### src/cart_quirk_pkg.sv
/*
 Cartridge quirk and light-gun definitions.
 Quirk kinds double as bit positions in the quirk flag vector.
 The serial number is eight ASCII characters with the first one in the top byte.
*/
package cart_quirk_pkg;

	// one flag per kind of cartridge special case
	typedef enum logic [2:0] {
		// save ram mapped outside the header rules
		sram   = 3'd0,
		// serial eeprom save instead of sram
		eeprom = 3'd1,
		// cart probes for ram that must stay absent
		noram  = 3'd2,
		// fast vdp fifo timing
		fifo   = 3'd3,
		// pier solar mapper
		pier   = 3'd4,
		// svp coprocessor cart
		svp    = 3'd5,
		// fm busy flag emulation
		fmbusy = 3'd6,
		// compilation cart with its own sound channel handling
		schan  = 3'd7
	} quirk_kind_t;

	localparam int QUIRK_COUNT = 8;

	// eight serial characters
	localparam int CART_ID_W = 64;

	// light-gun sensor delay in pixel clocks
	typedef logic [7:0] gun_delay_t;

	localparam gun_delay_t GUN_DELAY_DEFAULT = 8'd44;

endpackage

### src/cart_bus_pkg.sv
/*
 Host download bus definitions shared by the cartridge loader blocks.
 Addresses are byte addresses, so every 16-bit word sits at an even value.
 The low data byte is the even header byte and the high data byte the odd one.
 A cheat download is recognised only by its all-ones menu index.
*/
package cart_bus_pkg;

	// host data word, two header bytes per write
	localparam int DATA_W = 16;

	// menu index that the host uses for cheat files
	localparam logic [7:0] CODE_INDEX = 8'hFF;

	////////////////////////////////////////////////////////////
	// cartridge header layout
	////////////////////////////////////////////////////////////

	// first region word holds two letters
	localparam int HDR_REGION_ADDR_LO = 'h1F0;
	// second region word holds one letter in its low byte
	localparam int HDR_REGION_ADDR_HI = 'h1F2;
	// first word past the header
	localparam int HDR_END_ADDR = 'h200;

	////////////////////////////////////////////////////////////
	// region selection
	////////////////////////////////////////////////////////////

	// console region code as the core expects it
	typedef enum logic [1:0] {
		jp = 2'd0,
		us = 2'd1,
		eu = 2'd2
	} region_t;

	// search order when the header lists several regions
	typedef enum logic [1:0] {
		us_eu_jp = 2'd0,
		eu_us_jp = 2'd1,
		us_jp_eu = 2'd2,
		jp_us_eu = 2'd3
	} region_prio_t;

	// source of the automatic region choice
	// code 3 acts like disabled
	typedef enum logic [1:0] {
		by_file_ext = 2'd0,
		by_header   = 2'd1,
		disabled    = 2'd2
	} auto_region_t;

endpackage
### src/cart_loader_top.sv
/*
 Cartridge loading side of the console core.
 ADDR_W sets the host address width for every block.
 One clock and one synchronous reset serve the whole loader.
*/
`timescale 1ns/1ps

module cart_loader_top
	import cart_bus_pkg::*;
	import cart_quirk_pkg::*;
#(
	parameter int ADDR_W = 25
) (
	input  logic                   clk_sys,
	input  logic                   RESET,
	// host download bus
	input  logic                   ioctl_download,
	input  logic                   ioctl_wr,
	input  logic [ADDR_W-1:0]      ioctl_addr,
	input  logic [DATA_W-1:0]      ioctl_data,
	input  logic [7:0]             ioctl_index,
	output logic                   ioctl_wait,
	// rom memory write port
	output logic                   rom_req,
	input  logic                   rom_ack,
	output logic [ADDR_W-2:0]      rom_addr,
	output logic [DATA_W-1:0]      rom_wdata,
	// user options
	input  auto_region_t           region_mode,
	input  region_prio_t           region_prio,
	input  logic                   cheat_en,
	// results for the core
	output logic [1:0]             region_req,
	output logic                   region_set,
	output logic [QUIRK_COUNT-1:0] quirk_flags,
	output logic                   gun_type,
	output gun_delay_t             gun_sensor_delay,
	output logic [127:0]           code_word,
	output logic                   code_stb,
	output logic                   code_reset
);

	logic cart_download;
	logic cart_wr;
	logic code_wr;
	logic hdr_j;
	logic hdr_u;
	logic hdr_e;
	logic hdr_ready;

	ioctl_intake #(.ADDR_W(ADDR_W)) intake_i (
		.clk_sys(clk_sys), .RESET(RESET),
		.ioctl_download(ioctl_download), .ioctl_wr(ioctl_wr),
		.ioctl_addr(ioctl_addr), .ioctl_data(ioctl_data), .ioctl_index(ioctl_index),
		.rom_ack(rom_ack), .cart_download(cart_download), .cart_wr(cart_wr),
		.code_wr(code_wr), .ioctl_wait(ioctl_wait), .rom_req(rom_req),
		.rom_addr(rom_addr), .rom_wdata(rom_wdata)
	);

	// header region letters
	cart_region_scan #(.ADDR_W(ADDR_W)) scan_i (
		.clk_sys(clk_sys), .RESET(RESET), .cart_download(cart_download),
		.cart_wr(cart_wr), .ioctl_addr(ioctl_addr), .ioctl_data(ioctl_data),
		.hdr_j(hdr_j), .hdr_u(hdr_u), .hdr_e(hdr_e), .hdr_ready(hdr_ready)
	);

	region_select select_i (
		.clk_sys(clk_sys), .RESET(RESET), .hdr_j(hdr_j), .hdr_u(hdr_u),
		.hdr_e(hdr_e), .hdr_ready(hdr_ready), .region_mode(region_mode),
		.region_prio(region_prio), .ioctl_index(ioctl_index),
		.region_req(region_req), .region_set(region_set)
	);

	cart_quirk_match #(.ADDR_W(ADDR_W)) quirk_i (
		.clk_sys(clk_sys), .RESET(RESET), .cart_download(cart_download),
		.cart_wr(cart_wr), .ioctl_addr(ioctl_addr), .ioctl_data(ioctl_data),
		.quirk_flags(quirk_flags), .gun_type(gun_type),
		.gun_sensor_delay(gun_sensor_delay)
	);

	// cheat downloads only
	cheat_code_loader #(.ADDR_W(ADDR_W)) cheat_i (
		.clk_sys(clk_sys), .RESET(RESET), .code_wr(code_wr),
		.ioctl_addr(ioctl_addr), .ioctl_data(ioctl_data), .cheat_en(cheat_en),
		.code_word(code_word), .code_stb(code_stb), .code_reset(code_reset)
	);

endmodule

### src/cheat_code_loader.sv
/*
 Cheat code assembly from eight 16-bit words at offsets 0 to 14.
 code_word is {flags, address, compare, replace}, each 32 bits, high field first.
 Values pass through in host order and the cheat engine sorts out byte order.
 code_stb fires after offset 14 only with cheat_en high.
*/
`timescale 1ns/1ps

module cheat_code_loader
	import cart_bus_pkg::*;
#(
	parameter int ADDR_W = 25
) (
	input  logic              clk_sys,
	input  logic              RESET,
	input  logic              code_wr,
	input  logic [ADDR_W-1:0] ioctl_addr,
	input  logic [DATA_W-1:0] ioctl_data,
	input  logic              cheat_en,
	output logic [127:0]      code_word,
	output logic              code_stb,
	output logic              code_reset
);

	// word slot within one 16-byte code record
	typedef enum logic [3:0] {
		flags_lo   = 4'd0,
		flags_hi   = 4'd2,
		addr_lo    = 4'd4,
		addr_hi    = 4'd6,
		compare_lo = 4'd8,
		compare_hi = 4'd10,
		replace_lo = 4'd12,
		replace_hi = 4'd14
	} code_slot_t;

	code_slot_t slot;

	assign slot = code_slot_t'(ioctl_addr[3:0]);

	always_ff @(posedge clk_sys) begin
		if (code_wr) begin
			case (slot)
				flags_lo:   code_word[111:96]  <= ioctl_data;
				flags_hi:   code_word[127:112] <= ioctl_data;
				addr_lo:    code_word[79:64]   <= ioctl_data;
				addr_hi:    code_word[95:80]   <= ioctl_data;
				compare_lo: code_word[47:32]   <= ioctl_data;
				compare_hi: code_word[63:48]   <= ioctl_data;
				replace_lo: code_word[15:0]    <= ioctl_data;
				replace_hi: code_word[31:16]   <= ioctl_data;
				// odd offsets never come from the host
				default: begin
				end
			endcase
		end
	end

	always_ff @(posedge clk_sys) begin
		if (RESET) begin
			code_stb   <= 1'b0;
			code_reset <= 1'b0;
		end else begin
			// last word completes the record
			code_stb   <= code_wr && (slot == replace_hi) && cheat_en;
			// a new cheat file flushes the stored codes
			code_reset <= code_wr && (ioctl_addr == '0);
		end
	end

	// one host write per word gives one strobe per code
	code_stb_single: assert property (
		@(posedge clk_sys) disable iff (RESET) code_stb |=> !code_stb
	) else $error("code_stb held longer than one cycle");

endmodule

### src/cart_quirk_match.sv
/*
 Serial number capture and quirk lookup from the cartridge header.
 The serial is bytes 0x183 to 0x18A and is matched on the write to 0x18C.
 Quirk flags clear at the start of each cart download.
 Unknown serials get gun type 0 and the default sensor delay.
*/
`timescale 1ns/1ps

module cart_quirk_match
	import cart_bus_pkg::*;
	import cart_quirk_pkg::*;
#(
	parameter int ADDR_W = 25
) (
	input  logic                   clk_sys,
	input  logic                   RESET,
	input  logic                   cart_download,
	input  logic                   cart_wr,
	input  logic [ADDR_W-1:0]      ioctl_addr,
	input  logic [DATA_W-1:0]      ioctl_data,
	output logic [QUIRK_COUNT-1:0] quirk_flags,
	output logic                   gun_type,
	output gun_delay_t             gun_sensor_delay
);

	// serial field words inside the header
	localparam int ID_ADDR_0  = 'h182;
	localparam int ID_ADDR_1  = 'h184;
	localparam int ID_ADDR_2  = 'h186;
	localparam int ID_ADDR_3  = 'h188;
	localparam int ID_ADDR_4  = 'h18A;
	localparam int MATCH_ADDR = 'h18C;

	logic [CART_ID_W-1:0] cart_id;
	logic                 dl_d;
	logic                 match_wr;

	////////////////////////////////////////////////////////////
	// lookup tables
	////////////////////////////////////////////////////////////

	function automatic logic [QUIRK_COUNT-1:0] quirk_lookup(input logic [CART_ID_W-1:0] id);
		logic [QUIRK_COUNT-1:0] q;
		q = '0;
		case (id)
			// sports titles with odd sram mapping
			"T-081276", "T-81406 ": q[sram] = 1'b1;
			// eeprom saves
			"MK-1215 ", "T-12046 ": q[eeprom] = 1'b1;
			"T-113016": q[noram] = 1'b1;
			"T-89016 ": q[fifo] = 1'b1;
			"T-574023": q[pier] = 1'b1;
			"MK-1229 ": q[svp] = 1'b1;
			"T-35036 ": q[fmbusy] = 1'b1;
			"T-68???-": q[schan] = 1'b1;
			default: q = '0;
		endcase
		return q;
	endfunction

	// {gun type, sensor delay} for the light-gun titles
	function automatic logic [8:0] gun_lookup(input logic [CART_ID_W-1:0] id);
		logic [8:0] g;
		case (id)
			"MK-1533 ": g = {1'b0, 8'd100};
			// justifier pair
			"T-95096-": g = {1'b1, 8'd52};
			"T-95136-": g = {1'b1, 8'd30};
			"MK-1658 ": g = {1'b0, 8'd120};
			"T-081156": g = {1'b0, 8'd126};
			default:    g = {1'b0, GUN_DELAY_DEFAULT};
		endcase
		return g;
	endfunction

	////////////////////////////////////////////////////////////
	// serial capture
	////////////////////////////////////////////////////////////

	// low data byte comes first in header order
	always_ff @(posedge clk_sys) begin
		if (cart_wr) begin
			case (ioctl_addr)
				ADDR_W'(ID_ADDR_0): cart_id[63:56] <= ioctl_data[15:8];
				ADDR_W'(ID_ADDR_1): cart_id[55:40] <= {ioctl_data[7:0], ioctl_data[15:8]};
				ADDR_W'(ID_ADDR_2): cart_id[39:24] <= {ioctl_data[7:0], ioctl_data[15:8]};
				ADDR_W'(ID_ADDR_3): cart_id[23:8]  <= {ioctl_data[7:0], ioctl_data[15:8]};
				ADDR_W'(ID_ADDR_4): cart_id[7:0]   <= ioctl_data[7:0];
				default: begin
				end
			endcase
		end
	end

	// serial is complete by the time 0x18C arrives
	assign match_wr = cart_wr && (ioctl_addr == ADDR_W'(MATCH_ADDR));

	always_ff @(posedge clk_sys) begin
		if (RESET) begin
			dl_d             <= 1'b0;
			quirk_flags      <= '0;
			gun_type         <= 1'b0;
			gun_sensor_delay <= GUN_DELAY_DEFAULT;
		end else begin
			dl_d <= cart_download;
			if (cart_download && !dl_d) begin
				quirk_flags <= '0;
			end else if (match_wr) begin
				quirk_flags                  <= quirk_lookup(cart_id);
				{gun_type, gun_sensor_delay} <= gun_lookup(cart_id);
			end
		end
	end

endmodule

### src/region_select.sv
/*
 Console region choice, taken once on the rise of hdr_ready.
 Header mode walks the priority order and falls back to its first region.
 File-extension mode takes the region from menu index bits 7:6.
 region_set drops when hdr_ready falls.
*/
`timescale 1ns/1ps

module region_select
	import cart_bus_pkg::*;
(
	input  logic         clk_sys,
	input  logic         RESET,
	input  logic         hdr_j,
	input  logic         hdr_u,
	input  logic         hdr_e,
	input  logic         hdr_ready,
	input  auto_region_t region_mode,
	input  region_prio_t region_prio,
	input  logic [7:0]   ioctl_index,
	output logic [1:0]   region_req,
	output logic         region_set
);

	logic ready_d;
	logic ready_rise;
	logic ready_fall;

	// first region of the order that the header lists
	// have is indexed by region code
	function automatic region_t pick_region(input region_prio_t prio, input logic [2:0] have);
		region_t order [3];
		region_t pick;
		case (prio)
			us_eu_jp: order = '{us, eu, jp};
			eu_us_jp: order = '{eu, us, jp};
			us_jp_eu: order = '{us, jp, eu};
			default:  order = '{jp, us, eu};
		endcase
		pick = order[0];
		// walk backwards so the earliest present entry wins
		for (int i = 2; i >= 0; i--) begin
			if (have[order[i]]) begin
				pick = order[i];
			end
		end
		return pick;
	endfunction

	assign ready_rise = hdr_ready & ~ready_d;
	assign ready_fall = ~hdr_ready & ready_d;

	always_ff @(posedge clk_sys) begin
		if (RESET) begin
			ready_d    <= 1'b0;
			region_req <= jp;
			region_set <= 1'b0;
		end else begin
			ready_d <= hdr_ready;
			if (ready_rise) begin
				case (region_mode)
					by_header: begin
						region_set <= 1'b1;
						region_req <= pick_region(region_prio, {hdr_e, hdr_u, hdr_j});
					end
					by_file_ext: begin
						// index zero means no extension hint
						region_set <= |ioctl_index;
						region_req <= ioctl_index[7:6];
					end
					// disabled keeps the last choice
					default: begin
					end
				endcase
			end else if (ready_fall) begin
				region_set <= 1'b0;
			end
		end
	end

endmodule

### src/cart_region_scan.sv
/*
 Cartridge header region scan. Letters are taken from both bytes of 0x1F0
 and from the low byte of 0x1F2. Flags clear at the start of each cart download.
 hdr_ready rises with the write to 0x200 and falls when the download ends.
*/
`timescale 1ns/1ps

module cart_region_scan
	import cart_bus_pkg::*;
#(
	parameter int ADDR_W = 25
) (
	input  logic              clk_sys,
	input  logic              RESET,
	input  logic              cart_download,
	input  logic              cart_wr,
	input  logic [ADDR_W-1:0] ioctl_addr,
	input  logic [DATA_W-1:0] ioctl_data,
	output logic              hdr_j,
	output logic              hdr_u,
	output logic              hdr_e
	,output logic             hdr_ready
);

	logic       dl_d;
	logic       dl_rise;
	logic       dl_fall;
	logic       at_lo;
	logic       at_hi;
	logic       at_end;
	logic [2:0] lo_hits;
	logic [2:0] hi_hits;

	// one header byte as {e, u, j}
	// anything printable from 0 to Z other than J or U counts as europe
	function automatic logic [2:0] letter_hits(input logic [7:0] c);
		logic [2:0] hits;
		hits = 3'b000;
		if (c == "J") begin
			hits = 3'b001;
		end else if (c == "U") begin
			hits = 3'b010;
		end else if ((c >= "0") && (c <= "Z")) begin
			hits = 3'b100;
		end
		return hits;
	endfunction

	assign dl_rise = cart_download & ~dl_d;
	assign dl_fall = ~cart_download & dl_d;

	// write decodes
	assign at_lo  = cart_wr && (ioctl_addr == ADDR_W'(HDR_REGION_ADDR_LO));
	assign at_hi  = cart_wr && (ioctl_addr == ADDR_W'(HDR_REGION_ADDR_HI));
	assign at_end = cart_wr && (ioctl_addr == ADDR_W'(HDR_END_ADDR));

	// same rule for both bytes of the first word
	assign lo_hits = letter_hits(ioctl_data[15:8]) | letter_hits(ioctl_data[7:0]);
	assign hi_hits = letter_hits(ioctl_data[7:0]);

	always_ff @(posedge clk_sys) begin
		if (RESET) begin
			dl_d      <= 1'b0;
			hdr_j     <= 1'b0;
			hdr_u     <= 1'b0;
			hdr_e     <= 1'b0;
			hdr_ready <= 1'b0;
		end else begin
			dl_d <= cart_download;

			// flags accumulate over the two region words
			if (dl_rise) begin
				{hdr_e, hdr_u, hdr_j} <= 3'b000;
			end else if (at_lo) begin
				{hdr_e, hdr_u, hdr_j} <= {hdr_e, hdr_u, hdr_j} | lo_hits;
			end else if (at_hi) begin
				{hdr_e, hdr_u, hdr_j} <= {hdr_e, hdr_u, hdr_j} | hi_hits;
			end

			if (dl_fall) begin
				hdr_ready <= 1'b0;
			end else if (at_end) begin
				hdr_ready <= 1'b1;
			end
		end
	end

endmodule

### src/ioctl_intake.sv
/*
 Host download intake. Splits cart and cheat downloads and forwards cart words.
 rom_req toggles once per cart word and memory answers by copying it to rom_ack.
 The host must hold ioctl_wr low while ioctl_wait is high.
 rom_addr is the word address and rom_wdata has its two bytes swapped.
*/
`timescale 1ns/1ps

module ioctl_intake
	import cart_bus_pkg::*;
#(
	parameter int ADDR_W = 25
) (
	input  logic              clk_sys,
	input  logic              RESET,
	input  logic              ioctl_download,
	input  logic              ioctl_wr,
	input  logic [ADDR_W-1:0] ioctl_addr,
	input  logic [DATA_W-1:0] ioctl_data,
	input  logic [7:0]        ioctl_index,
	input  logic              rom_ack,
	output logic              cart_download,
	output logic              cart_wr,
	output logic              code_wr,
	output logic              ioctl_wait,
	output logic              rom_req,
	output logic [ADDR_W-2:0] rom_addr,
	output logic [DATA_W-1:0] rom_wdata
);

	logic code_sel;

	// download type from the menu index
	assign code_sel      = (ioctl_index == CODE_INDEX);
	assign cart_download = ioctl_download & ~code_sel;
	// strobes follow the host write in the same cycle
	assign cart_wr       = cart_download & ioctl_wr;
	assign code_wr       = ioctl_download & code_sel & ioctl_wr;

	// request toggle and host back-pressure
	always_ff @(posedge clk_sys) begin
		if (RESET) begin
			ioctl_wait <= 1'b0;
			rom_req    <= 1'b0;
		end else if (cart_wr) begin
			ioctl_wait <= 1'b1;
			rom_req    <= ~rom_req;
		end else if (ioctl_wait && (rom_ack == rom_req)) begin
			// memory caught up with the last toggle
			ioctl_wait <= 1'b0;
		end
	end

	// word address and byte-swapped data held for memory
	always_ff @(posedge clk_sys) begin
		if (cart_wr) begin
			rom_addr  <= ioctl_addr[ADDR_W-1:1];
			rom_wdata <= {ioctl_data[DATA_W/2-1:0], ioctl_data[DATA_W-1:DATA_W/2]};
		end
	end

	// a write during wait would overrun the pending request
	host_wait_respected: assert property (
		@(posedge clk_sys) disable iff (RESET) ioctl_wait |-> !ioctl_wr
	) else $error("ioctl_wr high while ioctl_wait is high");

endmodule

### config.mk
export PLATFORM = sky130hd
export DESIGN_NAME = cart_loader_top
export DESIGN_NICKNAME = d
export VERILOG_FILES = /design/src/cart_quirk_pkg.sv /design/src/cart_bus_pkg.sv /design/src/cart_loader_top.sv /design/src/cheat_code_loader.sv /design/src/cart_quirk_match.sv /design/src/region_select.sv /design/src/cart_region_scan.sv /design/src/ioctl_intake.sv
export SDC_FILE = /design/constraint.sdc
export NUM_CORES = 1
export LEC_CHECK = 0
export BUFFER_PORTS_ARGS = -buffer_cell sky130_fd_sc_hd__buf_4
export CAP_MARGIN = 5
export CELL_PAD_IN_SITES_DETAIL_PLACEMENT = 0
export CELL_PAD_IN_SITES_GLOBAL_PLACEMENT = 2
export CORE_UTILIZATION = 30
export CTS_CLUSTER_SIZE = 24
export DETAILED_ROUTE_END_ITERATION = 8
export HOLD_SLACK_MARGIN = 0.03
export PLACE_DENSITY_LB_ADDON = 0.1
export SYNTH_ARGS = -nofsm -noshare
export SYNTH_HDL_FRONTEND = slang
export SYNTH_HIERARCHICAL = 1
export SYNTH_SLANG_ARGS = --single-unit
export TNS_END_PERCENT = 1
### constraint.sdc
create_clock -name clk_sys -period 3.9 [get_ports clk_sys]
set_input_delay 0 -clock clk_sys [delete_from_list [all_inputs] [get_ports clk_sys]]
set_output_delay 0 -clock clk_sys [all_outputs]
set_load 0.01 [all_outputs]
==> key figures, run 1 <==
Floorplanning
  – Die H: between 150 and 200 µm
  – Die W: 181 µm
  – # IOs: 251
  – Die area: 32900 µm²
  – FP Rows: 65
  – Initial cell density of the core: 0.305
  – Total core area: 31600 µm²

Final layout
  – Fill cell count: 2844
  – Area delta synth->final: 40.6%
  – Area occupied by multi-input gates: about 2100 µm²
  – Sequential Area: around 7500 µm²
  – # diodes: 0
  – Share of cells above drive strength 1: 0.368
  – Nets: around 1000

Worst setup path
  – Critical path fanouts, max: 8
  – Critical Path Sink Type: flop
  – Arr. time, crit path: 3.16 ns
  – Worst Path Required: 4.37 ns
  – Startpoint types: input pin
  – Critical path type: input pin to flop

Drt
  – DRC: 0
  – DR WL/cell: approximately 22 µm
  – Vias: 6542
  – Final WL: 29.7 mm
  – Initial DRC count: 549
  – Pre-Repair DR Iteration Count: 5
  – Post-route ant nets: 0
  – Post-DR vias/cell: around 5

Yosys
  – Yosys warns: 6
  – Largest area contributor in the netlist: edfxtp_1
  – Simple-Gate Fraction of Synth Area: 0.168
  – Post-synthesis xor/xnor area fraction: 0.000907
  – Compound-Gate Fraction of Synth Area: 0.0351
  – Main combinational cell family by area after synthesis: simple AND/OR/NAND/NOR gates
  – Seq cells post-synth: between 200 and 300
  – Area contributors post-synth: edfxtp_1, dfxtp_1, nor3_1, nor4_1, nand4_1
  – Post-Synthesis Cells: 573
  – Synth unique cells: roughly 70
  – Adder-cell share of the synthesized area: 0.00130
  – Most common cell in the synthesized netlist: edfxtp_1
  – Post-synth EDFFs: roughly 230
  – Post-synthesis sequential area ratio: 0.781
  – Post-synth top cells: edfxtp_1, dfxtp_1, nand2_1, nor2_1, nor3_1
  – Post-Synthesis Cell Area: approximately 9700 µm²
  – Mean Syn Cell Area: between 15 and 20 µm²
  – Mux share of post-synthesis cell area: 0.00376
  – Async S/R FF share, synth: 0
  – Synth Flop Type: edfxtp_1
  – Synth top area share: 0.721

STA
  – Max-slew violations: 0
  – Minimum clock period: 2.70 ns
  – Fin crit share: 0.691
  – Relative slew slack: 0.456
  – # setup viols final: 0
  – Setup Skew: 0.0244 ns
  – Setup_tns: 0 ns
  – RSZ-0062 raised after global routing: false
  – Slew @ Worst Pin: 0.809 ns
  – Final Hold Viols: 0
  – Fmax: about 370 MHz

GRT
  – GRT Residual Overflow: 0
  – Vias in the first global route: 6870
  – First-pass GRT wire length: 43.7 mm
  – Largest net degree at the start of global routing: 43
  – Total track usage: 0.178
  – Antenna violations before repair: 1

Clock tree
  – # Post-CTS Setup Buffers: 0
  – TritonCTS Buffers: 29
  – Clock tree sinks: between 200 and 300
  – CTS max path bufs: 3
  – Post-CTS sizing: 0
  – Clk slew on worst S/H paths: about 0.07 ns
  – H-Tree Depth: 1
  – Clk_lat worst skew: approximately 0.56 ns
  – TritonCTS clock tree: built
  – Root Buffer: clkbuf_16

Power and ir drop
  – Worst vdd ir: 338 µV
  – Leakage power: 4.86 nW
  – PD cells: around 450 nW/µm²
  – Total chip power: 6.05 mW

Placed design
  – GP Congestion: roughly 0.88
  – Hpwl dp: 19.9 mm
  – PortBufs: 248

Run
  – Max cap viols: 0

Min path
  – Worst Hold Class: input pin to flop

Outcome
  – Status: finished, final reports clean
registers in the layout, summed over array words and instances, names as in the netlist, 2 cells and up:
register / flops
cheat_i/code_word: 128
quirk_i/gun_sensor_delay: 6
intake_i/rom_addr: 24
quirk_i/cart_id: 64
select_i/region_req: 2
intake_i/rom_wdata: 16
quirk_i/quirk_flags: 8
power by group:
group | leakage, nW | total, mW | internal [mW] | switching, mW
Combinational | 2.07 | 0.289 | 0.126 | 0.164
Clock | 0.455 | 2.68 | 1.59 | 1.09
Sequential | 2.33 | 3.08 | 3.07 | 0.0102
Total | 4.86 | 6.05 | 4.79 | 1.27
worst paths after layout:
check,slack [ns],from,cells after the start,to
worst min-delay path,0.06,ioctl_addr[0],3,cheat_i/code_word[97]
worst max-delay path,1.20,ioctl_index[6],11,quirk_i/quirk_flags[7]
worst min register to register,0.45,quirk_i/quirk_flags[5],2,quirk_i/quirk_flags[5]
worst max register to register,1.33,quirk_i/cart_id[47],6,quirk_i/gun_type
layer usage:
layer  GRT usage  vias to the layer above  wire length [µm]
met1       0.222                     3295             12300
met4      0.0481                        0               712
met2       0.301                      215             14600
met3      0.0517                       42              2110
li1            -                     2990                 -
met5           0                        -                 0
worst max-delay path, stage by stage:
cell and delay (ns):
dlygate4sd3_1 0.54, buf_4 0.14, and4_4 0.19, a21o_4 0.22
inv_2 0.06, nor4b_2 0.25, nand4_1 0.23, or3_2 0.55
nor2_1 0.58, nand4_1 0.21, a21oi_1 0.18
cell type report:
class                           instances  share of cell area
Sequential cell                       261               0.556
Timing Repair Buffer                  314               0.183
Multi-Input combinational cell        295               0.152
Clock buffer                           37              0.0564
Tap cell                              402              0.0370
Clock inverter                         16              0.0125
Inverter                               12             0.00332
cells in the final DEF (no fill, tap or decap), types with 7 or more instances in the layout:
cell type	count
nor3_1	24
nor4_1	17
nand4_1	18
nor2_1	28
inv_1	11
and4b_1	7
nor4b_1	11
a21oi_1	11
edfxtp_1	232
nand2_1	28
dfxtp_1	29
dlygate4sd3_1	53
nand3_1	13
clkbuf_1	7
nand3b_1	9
nor2b_1	9
nand2b_1	12
nor4bb_1	7
buf_4	261
clkbuf_16	29
per-stage QoR:
stage	setup slack (ns)	instance area, µm²	hold WS [ns]	util	cells
after floorplan	0.404	9660	0.0691	-	574
after global placement	1.32	12100	0.218	0.383	1231
after detailed placement	1.20	12100	0.218	0.383	1231
after CTS	1.20	13600	0.0372	0.429	1337
after global routing	0.942	13600	0.0574	0.429	1337
final	1.20	13600	0.0575	0.429	1337
cell families after synthesis:
group                    after synthesis
flip-flops                           261
AND/OR/NAND/NOR                      247
AO/OA/AOI/OAI                         41
buffers and inverters                 18
multiplexers                           3
adder cells (fa/ha/maj)                1
other                                  1
XOR/XNOR                               1
repair_timing:
action	4_1_cts	5_1_grt
endpoints found under the setup margin	0	0
hold endpoints to repair	253	0
hold buffers	53	0
Note: power is estimated with default switching activity, not from simulation.
==> run 2, diff against run 1 <==
--- a/config.mk
+++ b/config.mk
@@ -5,6 +5,7 @@
 export SDC_FILE = /design/constraint.sdc
 export NUM_CORES = 1
 export LEC_CHECK = 0
+export ABC_AREA = 1
 export BUFFER_PORTS_ARGS = -buffer_cell sky130_fd_sc_hd__buf_4
 export CAP_MARGIN = 5
 export CELL_PAD_IN_SITES_DETAIL_PLACEMENT = 0
==> constraint.sdc (replaced) <==
create_clock -name clk_sys -period 2.7 [get_ports clk_sys]
set_input_delay 0 -clock clk_sys [delete_from_list [all_inputs] [get_ports clk_sys]]
set_output_delay 0 -clock clk_sys [all_outputs]
set_load 0.01 [all_outputs]
==> key figures, run 2 <==
Worst setup path
  – Startpoint types: input pin
  – Critical path fanouts, max: 5
  – Setup crit start: ioctl_index[0]
  – Critical Path Most Common Cell: dlygate4sd3_1
  – CP cell instances: dlygate4sd3_1, buf_4, nand2_1, nor2_2, nand2_2, nor2_1, nand3_2, nor2_2, nand2_1, dlygate4sd3_1, nor2_1, dlygate4sd3_1
  – CP endpoint: cheat_i/code_stb
  – Worst Path Required: approximately 3.2 ns
  – Critical Path Sink Type: flop
  – Critical path type: input pin to flop
  – Worst Reg-to-Reg Cells: 8
  – Worst stage delay on the critical path: 0.56 ns
  – Slowest-stage cell, CP: dlygate4sd3_1
  – Reg-to-reg slack, setup: 0.44 ns
  – RR Startpoint: scan_i/hdr_ready
  – End of the worst register-to-register path: select_i/region_req[0]
  – Arr. time, crit path: 3.03 ns

Placed design
  – Area after DPL: approximately 13000 µm²
  – GP Congestion: 0.828
  – PortBufs: 248
  – Hpwl dp: roughly 23 mm
  – Pre-CTS setup slack: 0.647 ns

Final layout
  – Final instance area: 14500 µm²
  – Nets: roughly 1300
  – Largest registers: cheat_i/code_word x128, quirk_i/cart_id x64, intake_i/rom_addr x24
  – Largest reg by FF count: cheat_i/code_word
  – Share of cells above drive strength 1: 0.266
  – Most frequent cells in the layout: buf_4, edfxtp_1, nor2_1, nand2_1, inv_1
  – Max reg flops: 128
  – Core Util, Final: 0.429
  – Most common cell after layout, fill and taps aside: buf_4
  – Area delta synth->final: 40.0%

Yosys
  – Synth Flop Type: edfxtp_1
  – Post-synth top cells: edfxtp_1, nor2_1, nand2_1
  – Synth unique cells: 37
  – Post-Synthesis Cells: between 800 and 900
  – Post-Synthesis Cell Area: 10300 µm²
  – Most common cell in the synthesized netlist: edfxtp_1
  – Yosys warns: 6
  – Post-synth EDFFs: 232
  – Mean Syn Cell Area: 11.5 µm²
  – Largest area contributor in the netlist: edfxtp_1
  – Area contributors post-synth: edfxtp_1, nor2_1, nand2_1, dfxtp_1, inv_1
  – Post-synthesis sequential area ratio: 0.731
  – Seq cells post-synth: between 200 and 300
  – Async S/R FF share, synth: 0
  – Synth top area share: 0.674

Power and ir drop
  – Switch Pwr: 1.86 mW
  – Leakage power: ~5.7 nW
  – Combinational Power Share: 0.050
  – PD cells: between 600 and 700 nW/µm²
  – Switching Fraction: 0.207
  – Internal: 7.16 mW
  – Register share of total power: 0.494
  – Worst vdd ir: 445 µV
  – Clk pwr share: 0.456

STA
  – # setup viols final: 0
  – Fin crit share: 0.936
  – Slew @ Worst Pin: 0.642 ns
  – Relative slew slack: 0.568
  – Fin worst setup slack: 0.172 ns
  – Max-slew violations: 0
  – Fmax: approximately 400 MHz
  – Worst hold slack: around 0.11 ns
  – Setup Skew: 0.0249 ns
  – Setup_tns: 0 ns
  – RSZ-0062 raised after global routing: false
  – Minimum clock period: around 2.5 ns
  – Final Hold Viols: 0

Drt
  – Final WL: ~32 mm
  – Post-DR vias/cell: ~4.4
  – Initial DRC count: between 300 and 400
  – Vias: 7574
  – DR WL/cell: 18.7 µm
  – Pre-Repair DR Iteration Count: 5
  – DRC: 0
  – Post-route ant nets: 0

Floorplanning
  – Die area: 35200 µm²
  – Total core area: ~34000 µm²
  – Initial cell density of the core: 0.307
  – Die W: around 190 µm
  – # IOs: 251
  – FP Rows: 67
  – Die H: around 190 µm

Clock tree
  – CTS max path bufs: 3
  – TritonCTS clock tree: built
  – TritonCTS Buffers: 29
  – H-Tree Depth: 1
  – Clk slew on worst S/H paths: around 0.06 ns
  – Root Buffer: clkbuf_16
  – Clock tree sinks: 261
  – # Post-CTS Setup Buffers: 0
  – Clk_lat worst skew: 0.55 ns

GRT
  – Total track usage: 0.182
  – First-pass GRT wire length: between 40 and 50 mm
  – Antenna violations before repair: 1
  – GRT Residual Overflow: 0
  – Vias in the first global route: approximately 7800
  – Largest net degree at the start of global routing: 36

Run
  – Max cap viols: 0

Outcome
  – Status: finished, final reports clean

Min path
  – Worst Hold Class: input pin to flop
[run 2: per-stage QoR]
| step | total power [mW] | cells |
|---|---|---|
| after floorplan | 4.65 | 900 |
| after global placement | 4.93 | 1606 |
| after detailed placement | 4.93 | 1606 |
| after CTS | 9.14 | 1720 |
| after global routing | 9.32 | 1721 |
| final | 9.02 | 1721 |
[run 2: critical path: cells and delay by family]
| family | cells | cell delay [ns] |
|---|---|---|
| buf+inv | 4 | 1.75 |
| simple gates | 8 | 1.27 |
[run 2: layout make-up]
cell class | count | area, µm²
antenna | 1 | 2.50
clock inverter | 18 | 246
tap | 448 | 561
clock buffer | 33 | 741
inverter | 115 | 433
sequential | 261 | 7550
multi-input combinational | 521 | 2340
timing repair buffer | 324 | 2590
fill | 3288 | 19200
[run 2: power by group through the flow]
stage          clock network, mW  registers, mW  logic [mW]
6_report                    4.12           4.45       0.452
3_3_place_gp                   0           4.54       0.396
2_1_floorplan                  0           4.56      0.0897
3_5_place_dp                   0           4.54       0.393
4_1_cts                     4.23           4.45       0.459
5_1_grt                     4.37           4.46       0.495
[run 2: metal layers]
layer	vias to the layer above	global-route usage	wire length [µm]	part of all wire
met5	-	0	0	0
met4	0	0.0469	734	0.023
met3	43	0.0397	1670	0.052
met2	191	0.309	15500	0.48
met1	3626	0.234	14200	0.44
li1	3714	-	-	-
[run 2: worst min-delay path by stage]
stage / startpoint / end / depth (start not counted)
floorplan: RESET / intake_i/ioctl_wait / 1
global route: ioctl_wr / cheat_i/code_word[18] / 5
global placement: ioctl_addr[16] / intake_i/rom_addr[15] / 1
finish: ioctl_wr / cheat_i/code_word[18] / 5
CTS: ioctl_wr / cheat_i/code_word[18] / 5
detailed placement: ioctl_addr[16] / intake_i/rom_addr[15] / 1
[run 2: repair_timing]
action	in CTS	in global routing
endpoints found under the hold margin	265	0
hold buffers	63	0
gates resized for setup	0	0
[run 2: cells by family (layout without fill, tap and decap cells)]
group,count (synthesis),count (layout),synth area share
flip-flops,261,261,0.731
buffers and inverters,118,490,0.0445
adder cells (fa/ha/maj),1,1,0.00121
AND/OR/NAND/NOR,474,474,0.200
AO/OA/AOI/OAI,44,44,0.0235
other,1,3,0.000363
